===== config.mk =====
export PLATFORM = sky130hd
export DESIGN_NAME = execution_unit
export DESIGN_NICKNAME = d
export VERILOG_FILES = /design/src/design/exu_pkg.sv /design/src/design/integer_unit.sv /design/src/design/csr_unit.sv /design/src/design/execution_unit.sv
export VERILOG_INCLUDE_DIRS = /design/src /design/src/design
export SDC_FILE = /design/constraint.sdc
export NUM_CORES = 2
export LEC_CHECK = 0
export BUFFER_PORTS_ARGS = -buffer_cell sky130_fd_sc_hd__buf_2
export CAP_MARGIN = 20
export CORE_UTILIZATION = 37
export CTS_CLUSTER_DIAMETER = 60
export CTS_CLUSTER_SIZE = 40
export DETAILED_ROUTE_END_ITERATION = 16
export HOLD_SLACK_MARGIN = 0.08
export SETUP_SLACK_MARGIN = 0.1
export SYNTH_ARGS = -nofsm -noshare
export SYNTH_HDL_FRONTEND = slang
export SYNTH_SLANG_ARGS = --single-unit

===== constraint.sdc =====
create_clock -name clk_i -period 4.19 [get_ports clk_i]
set_input_delay 0.419 -clock clk_i [delete_from_list [all_inputs] [get_ports clk_i]]
set_output_delay 0.419 -clock clk_i [all_outputs]
set_load 0.02 [all_outputs]

===== src/design/exu_macros.svh =====
// Data, tag and micro-op widths plus the CSR map of the reduced execution unit
// Only four CSR addresses exist and every other address counts as illegal

`ifndef EXU_MACROS_SVH
`define EXU_MACROS_SVH

//==================================================
// Datapath widths
//==================================================

`define EXU_DATA_WIDTH 32
`define EXU_TAG_WIDTH 4

// Both micro-op views are padded up to this width
`define EXU_UOP_WIDTH 6

//==================================================
// CSR addresses and exception codes
//==================================================

`define CSR_MSCRATCH 12'h340
// Bit 0 of this register enables the multiply
`define CSR_MEXTEN 12'h7C0
`define CSR_MINSTRET 12'hB02
// Read-only alias of the retired counter
`define CSR_INSTRET 12'hC02

`define INSTR_ILLEGAL 5'd2

`endif


===== src/design/exu_pkg.sv =====
// Micro-op types of the execution unit; both views of the union share one word
// Opcodes sit in the upper bits and the padding fills the bottom of each view
`default_nettype none

`include "exu_macros.svh"

package exu_pkg;

    //==================================================
    // Integer unit operations
    //==================================================

    // Branch compares come last so the ALU codes stay contiguous
    typedef enum logic [3:0] {
        ADD,
        SUB,
        AND,
        OR,
        XOR,
        SLL,
        SRL,
        SRA,
        SLT,
        SLTU,
        MUL,
        BEQ,
        BNE,
        BLT,
        BLTU
    } itu_op_t;

    // The integer view carries only the opcode
    typedef struct packed {
        itu_op_t                   opcode;
        logic [`EXU_UOP_WIDTH-5:0] padding;
    } itu_uop_t;

    //==================================================
    // CSR unit operations
    //==================================================

    typedef enum logic [1:0] {
        CSR_SWAP,
        CSR_SET,
        CSR_CLEAR
    } csr_op_t;

    // Read and write flags let the issuer skip either side of the access
    typedef struct packed {
        csr_op_t                   opcode;
        logic                      read;
        logic                      write;
        logic [`EXU_UOP_WIDTH-5:0] padding;
    } csr_uop_t;

    // One micro-op word, decoded differently by each unit
    typedef union packed {
        itu_uop_t ITU;
        csr_uop_t CSR;
    } exu_uop_t;

endpackage : exu_pkg

`default_nettype wire


===== src/design/integer_unit.sv =====
// Single-cycle integer stage with one register of latency; MUL keeps the low half
// and returns zero while mul_enable_i is low; shifts use operand_b_i[4:0]
`timescale 1ns/1ps
`default_nettype none

`include "exu_macros.svh"

module integer_unit import exu_pkg::*; (
    input  logic                       clk_i,
    input  logic                       rst_n_i,
    input  logic                       flush_i,
    input  logic                       stall_i,
    input  logic                       valid_i,
    input  itu_uop_t                   operation_i,
    input  logic [`EXU_DATA_WIDTH-1:0] operand_a_i,
    input  logic [`EXU_DATA_WIDTH-1:0] operand_b_i,
    input  logic [`EXU_TAG_WIDTH-1:0]  tag_i,
    input  logic                       mul_enable_i,
    output logic [`EXU_DATA_WIDTH-1:0] result_o,
    output logic [`EXU_TAG_WIDTH-1:0]  tag_o,
    output logic                       valid_o,
    output logic                       taken_o
);

//==================================================
// Combinational ALU
//==================================================

    logic [4:0]                 shift_amount;
    logic [`EXU_DATA_WIDTH-1:0] product;
    logic                       is_equal, is_less_signed, is_less_unsigned;

    assign shift_amount = operand_b_i[4:0];

    // Only the low half of the product is kept
    assign product = operand_a_i * operand_b_i;

    // Comparisons are shared between the set-less-than and branch operations
    assign is_equal = operand_a_i == operand_b_i;
    assign is_less_signed = $signed(operand_a_i) < $signed(operand_b_i);
    assign is_less_unsigned = operand_a_i < operand_b_i;

    logic [`EXU_DATA_WIDTH-1:0] result_d;
    logic                       taken_d;

    always_comb begin : alu_logic
        // Branches and unused codes fall through with a zero result
        result_d = '0;
        taken_d = 1'b0;

        case (operation_i.opcode)
            ADD:  result_d = operand_a_i + operand_b_i;
            SUB:  result_d = operand_a_i - operand_b_i;
            AND:  result_d = operand_a_i & operand_b_i;
            OR:   result_d = operand_a_i | operand_b_i;
            XOR:  result_d = operand_a_i ^ operand_b_i;
            SLL:  result_d = operand_a_i << shift_amount;
            SRL:  result_d = operand_a_i >> shift_amount;
            SRA:  result_d = $unsigned($signed(operand_a_i) >>> shift_amount);
            SLT:  result_d = {{(`EXU_DATA_WIDTH-1){1'b0}}, is_less_signed};
            SLTU: result_d = {{(`EXU_DATA_WIDTH-1){1'b0}}, is_less_unsigned};

            // Disabled multiply still completes, just with a zero result
            MUL:  result_d = mul_enable_i ? product : '0;

            BEQ:  taken_d = is_equal;
            BNE:  taken_d = !is_equal;
            BLT:  taken_d = is_less_signed;
            BLTU: taken_d = is_less_unsigned;
            default: begin
                result_d = '0;
                taken_d = 1'b0;
            end
        endcase
    end : alu_logic

//==================================================
// Output register
//==================================================

    logic                       valid_q, taken_q;
    logic [`EXU_DATA_WIDTH-1:0] result_q;
    logic [`EXU_TAG_WIDTH-1:0]  tag_q;

    // Flush beats stall, so a flushed result never lingers on the port
    always_ff @(posedge clk_i or negedge rst_n_i) begin : valid_register
        if (!rst_n_i) begin
            valid_q <= 1'b0;
        end else if (flush_i) begin
            valid_q <= 1'b0;
        end else if (!stall_i) begin
            valid_q <= valid_i;
        end
    end : valid_register

    // Payload only moves on an accepted operation and is masked by valid_q
    always_ff @(posedge clk_i) begin : payload_register
        if (valid_i && !stall_i) begin
            result_q <= result_d;
            taken_q <= taken_d;
            tag_q <= tag_i;
        end
    end : payload_register

    // Zero when idle so the top level can OR the two units together
    assign valid_o = valid_q;
    assign result_o = valid_q ? result_q : '0;
    assign tag_o = valid_q ? tag_q : '0;
    assign taken_o = valid_q & taken_q;

endmodule : integer_unit

`default_nettype wire


===== src/design/csr_unit.sv =====
// CSR stage with mscratch, the extension enable, minstret and its read-only alias
// A write lands on the edge that registers the result; the result is the old value
`timescale 1ns/1ps
`default_nettype none

`include "exu_macros.svh"

module csr_unit import exu_pkg::*; (
    input  logic                       clk_i,
    input  logic                       rst_n_i,
    input  logic                       flush_i,
    input  logic                       stall_i,
    input  logic                       valid_i,
    input  csr_uop_t                   operation_i,
    input  logic [`EXU_DATA_WIDTH-1:0] operand_a_i,
    input  logic [11:0]                address_i,
    input  logic [`EXU_TAG_WIDTH-1:0]  tag_i,
    input  logic                       instruction_retired_i,
    output logic [`EXU_DATA_WIDTH-1:0] result_o,
    output logic [`EXU_TAG_WIDTH-1:0]  tag_o,
    output logic                       valid_o,
    output logic                       exception_o,
    output logic                       mul_enable_o
);

//==================================================
// Address decode and read mux
//==================================================

    logic [`EXU_DATA_WIDTH-1:0] mscratch_q, mexten_q, minstret_q;
    logic                       sel_mscratch, sel_mexten, sel_minstret, sel_instret;
    logic [`EXU_DATA_WIDTH-1:0] old_value;

    always_comb begin : address_decode
        sel_mscratch = 1'b0;
        sel_mexten = 1'b0;
        sel_minstret = 1'b0;
        sel_instret = 1'b0;
        old_value = '0;

        case (address_i)
            `CSR_MSCRATCH: begin
                sel_mscratch = 1'b1;
                old_value = mscratch_q;
            end
            `CSR_MEXTEN: begin
                sel_mexten = 1'b1;
                old_value = mexten_q;
            end
            // Both counter addresses read the same register
            `CSR_MINSTRET: begin
                sel_minstret = 1'b1;
                old_value = minstret_q;
            end
            `CSR_INSTRET: begin
                sel_instret = 1'b1;
                old_value = minstret_q;
            end
            default: old_value = '0;
        endcase
    end : address_decode

    logic illegal_access;

    // Unknown address, or any write attempt on the read-only alias
    assign illegal_access = !(sel_mscratch | sel_mexten | sel_minstret | sel_instret)
                          | (sel_instret & operation_i.write);

//==================================================
// New value and register file
//==================================================

    logic [`EXU_DATA_WIDTH-1:0] new_value;

    always_comb begin : new_value_logic
        case (operation_i.opcode)
            CSR_SWAP:  new_value = operand_a_i;
            CSR_SET:   new_value = old_value | operand_a_i;
            CSR_CLEAR: new_value = old_value & ~operand_a_i;
            default:   new_value = old_value;
        endcase
    end : new_value_logic

    logic write_enable;

    // A flushed or illegal access never touches the registers
    assign write_enable = valid_i & operation_i.write & !illegal_access & !stall_i & !flush_i;

    always_ff @(posedge clk_i or negedge rst_n_i) begin : csr_registers
        if (!rst_n_i) begin
            mscratch_q <= '0;
            mexten_q <= '0;
            minstret_q <= '0;
        end else begin
            if (write_enable && sel_mscratch) begin
                mscratch_q <= new_value;
            end
            if (write_enable && sel_mexten) begin
                mexten_q <= new_value;
            end
            // An explicit write takes priority over a retire in the same cycle
            if (write_enable && sel_minstret) begin
                minstret_q <= new_value;
            end else if (instruction_retired_i) begin
                minstret_q <= minstret_q + 1'b1;
            end
        end
    end : csr_registers

    assign mul_enable_o = mexten_q[0];

//==================================================
// Output register
//==================================================

    logic [`EXU_DATA_WIDTH-1:0] read_result;

    // Illegal accesses report the exception code instead of data
    always_comb begin : read_result_logic
        if (illegal_access) begin
            read_result = {{(`EXU_DATA_WIDTH-5){1'b0}}, `INSTR_ILLEGAL};
        end else begin
            read_result = operation_i.read ? old_value : '0;
        end
    end : read_result_logic

    logic                       valid_q, exception_q;
    logic [`EXU_DATA_WIDTH-1:0] result_q;
    logic [`EXU_TAG_WIDTH-1:0]  tag_q;

    always_ff @(posedge clk_i or negedge rst_n_i) begin : valid_register
        if (!rst_n_i) begin
            valid_q <= 1'b0;
        end else if (flush_i) begin
            valid_q <= 1'b0;
        end else if (!stall_i) begin
            valid_q <= valid_i;
        end
    end : valid_register

    always_ff @(posedge clk_i) begin : payload_register
        if (valid_i && !stall_i) begin
            result_q <= read_result;
            exception_q <= illegal_access;
            tag_q <= tag_i;
        end
    end : payload_register

    assign valid_o = valid_q;
    assign result_o = valid_q ? result_q : '0;
    assign tag_o = valid_q ? tag_q : '0;
    assign exception_o = valid_q & exception_q;

endmodule : csr_unit

`default_nettype wire


===== src/design/execution_unit.sv =====
// Integer and CSR units behind one issue port; the issuer never raises both valids
// in one cycle, so their zero-gated outputs are simply ORed onto one result port
`timescale 1ns/1ps
`default_nettype none

`include "exu_macros.svh"

module execution_unit import exu_pkg::*; (
    input  logic                       clk_i,
    input  logic                       rst_n_i,
    input  logic                       flush_i,
    input  logic                       stall_i,
    input  logic                       itu_valid_i,
    input  logic                       csr_valid_i,
    input  exu_uop_t                   operation_i,
    input  logic [`EXU_DATA_WIDTH-1:0] operand_a_i,
    input  logic [`EXU_DATA_WIDTH-1:0] operand_b_i,
    input  logic [`EXU_TAG_WIDTH-1:0]  tag_i,
    input  logic                       instruction_retired_i,
    output logic                       valid_o,
    output logic [`EXU_DATA_WIDTH-1:0] result_o,
    output logic [`EXU_TAG_WIDTH-1:0]  tag_o,
    output logic                       taken_o,
    output logic                       exception_o,
    output logic                       m_ext_o
);

//==================================================
// Integer unit
//==================================================

    logic [`EXU_DATA_WIDTH-1:0] itu_result;
    logic [`EXU_TAG_WIDTH-1:0]  itu_tag;
    logic                       itu_valid, mul_enable;

    integer_unit u_integer_unit (
        .clk_i        ( clk_i           ),
        .rst_n_i      ( rst_n_i         ),
        .flush_i      ( flush_i         ),
        .stall_i      ( stall_i         ),
        .valid_i      ( itu_valid_i     ),
        .operation_i  ( operation_i.ITU ),
        .operand_a_i  ( operand_a_i     ),
        .operand_b_i  ( operand_b_i     ),
        .tag_i        ( tag_i           ),
        .mul_enable_i ( mul_enable      ),
        .result_o     ( itu_result      ),
        .tag_o        ( itu_tag         ),
        .valid_o      ( itu_valid       ),
        .taken_o      ( taken_o         )
    );

//==================================================
// CSR unit
//==================================================

    logic [`EXU_DATA_WIDTH-1:0] csr_result;
    logic [`EXU_TAG_WIDTH-1:0]  csr_tag;
    logic                       csr_valid;

    // The CSR address rides in the low bits of the second operand
    csr_unit u_csr_unit (
        .clk_i                 ( clk_i                 ),
        .rst_n_i               ( rst_n_i               ),
        .flush_i               ( flush_i               ),
        .stall_i               ( stall_i               ),
        .valid_i               ( csr_valid_i           ),
        .operation_i           ( operation_i.CSR       ),
        .operand_a_i           ( operand_a_i           ),
        .address_i             ( operand_b_i[11:0]     ),
        .tag_i                 ( tag_i                 ),
        .instruction_retired_i ( instruction_retired_i ),
        .result_o              ( csr_result            ),
        .tag_o                 ( csr_tag               ),
        .valid_o               ( csr_valid             ),
        .exception_o           ( exception_o           ),
        .mul_enable_o          ( mul_enable            )
    );

    // Decoder side sees whether MUL is currently legal
    assign m_ext_o = mul_enable;

    // Each unit drives zeros when idle, so a plain OR merges the results
    assign valid_o = itu_valid | csr_valid;
    assign result_o = itu_result | csr_result;
    assign tag_o = itu_tag | csr_tag;

endmodule : execution_unit

`default_nettype wire


==> metrics.txt <==
measured slew at the worst slew-check pin=1.43 ns; status=finished, violations left; Slew Limit Fails=0; clock buffer depth=2; min-delay src=tag_i[3]; Die W=294 um; top post-synthesis cells by area=fa_1, ha_1, dfrtp_1; final hold viol count=0; I/O pins=121; Via density=5.93; Yosys top cell area share=26.1%; Final Hold Slack=0.170 ns; ys async rst share=57.0%; CP Launch Type=primary input; Synth warnings=0; Filler cells=8033; core area=0.0840 mm^2; pin count of the biggest net entering global routing=65; post-synth top area cell=fa_1; Synth Register Bits=172; reg2reg start=u_csr_unit.mexten_q[0]$_DFFE_PN0P_; worst path required time=4.39 ns; Slew HR=4.90%; clock skew=0.0178 ns; fin crit period=7.02 ns; vias in the first global route=31700; synthesized instance count=3710; post-synthesis sequential area ratio=14.9%; Hold WC Path Type=primary input to register; Setup WS post-layout=-2.83 ns; die height=294 um; # DRC=0; EDFF count, synth=74; Net Count, Synth=4422; Setup crit start=operand_a_i[12]; Final nets=5000; final WL=161 mm; Worst Setup End Kind=register; Reg clk slew, reported paths=0.08 ns; DRT Pass-1 Iters=8; IO buf count=118; syn_area_per_cell=8.48 um^2; Max Cap Viol=0; final number of setup-violating endpoints=27; post-DP HPWL=129 mm; Root Buffer Master=clkbuf_16; initial antenna violation count=5; CTS H-tree lvls=4; Worst-Skew Late Latency=0.45 ns; layout cells sized above 1=26.9%; Worst Path Class, Setup=primary input to register; Routed WL per cell=29.7 um; antenna-violating nets left=0; clock sink total=172; Vias=32200; Setup TNS=-56.72 ns; fin crit share=168%; WP data arrival=7.22 ns; All-Layer GR Usage=37.2%; unique cell type count in the Yosys netlist=106; 1st-iter DRT viols=4052; Post-Syn Area=0.0315 mm^2; die area=0.0862 mm^2; Rows=106; CTS tree=built; Reg area=0.00467 mm^2; Inserted Clock Buffers=17; first-pass GRT wire length=228 mm; Multi-input gate area=0.0253 mm^2; Post-synth top flop=dfrtp_1; Place WS=-3.52 ns; fmax=0.142 GHz; RSZ-0062 raised after global routing=true; CP max FO=7; grt total ovfl=0; synthesis-to-layout area growth=29.7%; initial core utilization=37.5%; gpl congestion=1.09; violated checks=setup timing
==> cell type report <==
type                            instances  area share (%)
Multi-Input combinational cell       2815            62.0
Sequential cell                       172            11.5
Inverter                              474            4.55
Antenna cell                            2          0.0123
Timing Repair inverter                  1          0.0123
Clock inverter                         12           0.359
Timing Repair Buffer                  807            17.0
Clock buffer                           20            1.12
Tap cell                             1134            3.48
==> synthesized netlist by cell type (21+ instances only) <==
cell type	count
a211oi_1	23
a21o_1	26
a21oi_1	192
a221oi_1	35
a222oi_1	33
a22o_1	36
buf_1	36
buf_2	38
clkbuf_1	165
dfrtp_1	98
edfxtp_1	74
fa_1	410
ha_1	221
inv_1	452
mux2i_1	46
mux4_2	49
nand2_1	396
nand3_1	47
nor2_1	586
nor3_1	57
o211ai_1	23
o21ai_0	89
o21ai_1	74
o22ai_1	21
xnor2_1	95
xor2_1	33
==> flip-flops by register name, summed over array words and instances (netlist names) <==
name                     flops
u_csr_unit.mscratch_q       32
u_csr_unit.tag_q             4
u_integer_unit.valid_o       1
u_csr_unit.minstret_q       32
u_csr_unit.result_q         32
u_integer_unit.taken_q       1
u_csr_unit.exception_q       1
u_csr_unit.valid_o           1
u_integer_unit.result_q     32
u_csr_unit.mexten_q         32
u_integer_unit.tag_q         4
==> routing by layer <==
metal | up-vias | global-route usage [%] | part of all wire [%]
li1 | 13600 | - | -
met1 | 16000 | 50.4 | 39
met2 | 2197 | 53.7 | 41
met3 | 420 | 10.1 | 12
met4 | 4 | 20.2 | 6.7
met5 | - | 0 | 0.015
==> cell families (layout without fill, tap and decap cells) <==
group / after synthesis / count (layout) / synth area share [%]
buffers and inverters: 723 / 1314 / 8.93
and+or+nand+nor: 1211 / 1211 / 16.1
AOI/OAI and AO/OA: 740 / 740 / 16.4
adders and majority gates: 631 / 631 / 34.9
other: 0 / 2 / 0
muxes: 105 / 105 / 5.33
xor gates and xnor gates: 128 / 128 / 3.56
DFF: 172 / 172 / 14.9
==> layout by cell type (no fill, tap or decap), types with 29 or more instances in the layout <==
cell / instances
buf_4: 588
nor2_1: 548
inv_1: 428
fa_1: 398
nand2_1: 389
ha_1: 183
a21oi_1: 180
dfrtp_1: 98
buf_2: 96
xnor2_1: 85
o21ai_0: 81
o21ai_1: 75
edfxtp_1: 74
nor3_1: 55
buf_12: 53
mux4_2: 49
mux2i_1: 45
buf_6: 44
nand3_1: 43
ha_4: 37
a22o_1: 36
a222oi_1: 33
a221oi_1: 31
xor2_1: 29
==> what timing repair did <==
| item | CTS | global route |
|---|---|---|
| gates cloned | 6 | 0 |
| endpoints found under the setup margin | 28 | 28 |
| endpoints found under the hold margin | 34 | 0 |
| hold buffers | 1 | 0 |
| setup buffers | 26 | 15 |
| pin swaps | 110 | 77 |
| gates resized for setup | 241 | 100 |
==> per-stage QoR <==
step	utilization (%)	instance area (um^2)	cells
final	48.6	40800	5437
after global routing	48.6	40800	5435
after CTS	47.9	40200	5423
after detailed placement	45.4	38200	5360
after global placement	45.4	38200	5360
after floorplan	-	31900	3710
==> worst max-delay path: stages <==
cell	delay, ns
buf_8	0.11
clkinvlp_4	0.17
buf_6	0.20
nor2_4	0.06
fa_1	0.53
inv_1	0.07
fa_1	0.56
fa_1	0.54
inv_1	0.06
fa_1	0.54
inv_1	0.05
fa_1	0.45
fa_1	0.51
fa_1	0.45
fa_1	0.51
inv_1	0.07
ha_1	0.36
a21oi_1	0.08
a31oi_2	0.16
nor2_1	0.10
a2111oi_2	0.25
o211ai_1	0.17
a211oi_2	0.25
o211ai_1	0.13
or3b_1	0.39
==> path summary, 6_finish.rpt <==
check / to / slack [ns] / cells past startpoint
setup / recovery: u_integer_unit.result_q[30]$_DFFE_PP_ / -2.83 / 25
hold / removal: u_csr_unit.tag_q[3]$_DFFE_PP_ / 0.17 / 1
setup reg to reg: u_integer_unit.result_q[30]$_DFFE_PP_ / 1.36 / 8
hold reg to reg: u_csr_unit.mscratch_q[1]$_DFFE_PN0P_ / 0.48 / 2
max in group asynchronous: u_csr_unit.minstret_q[18]$_DFFE_PN0P_ / 2.77 / 3
min in group asynchronous: u_csr_unit.mexten_q[0]$_DFFE_PN0P_ / 0.50 / 2
Power is not shown: default switching activity piles up to over one toggle a cycle in this logic, so the estimate is an artifact.
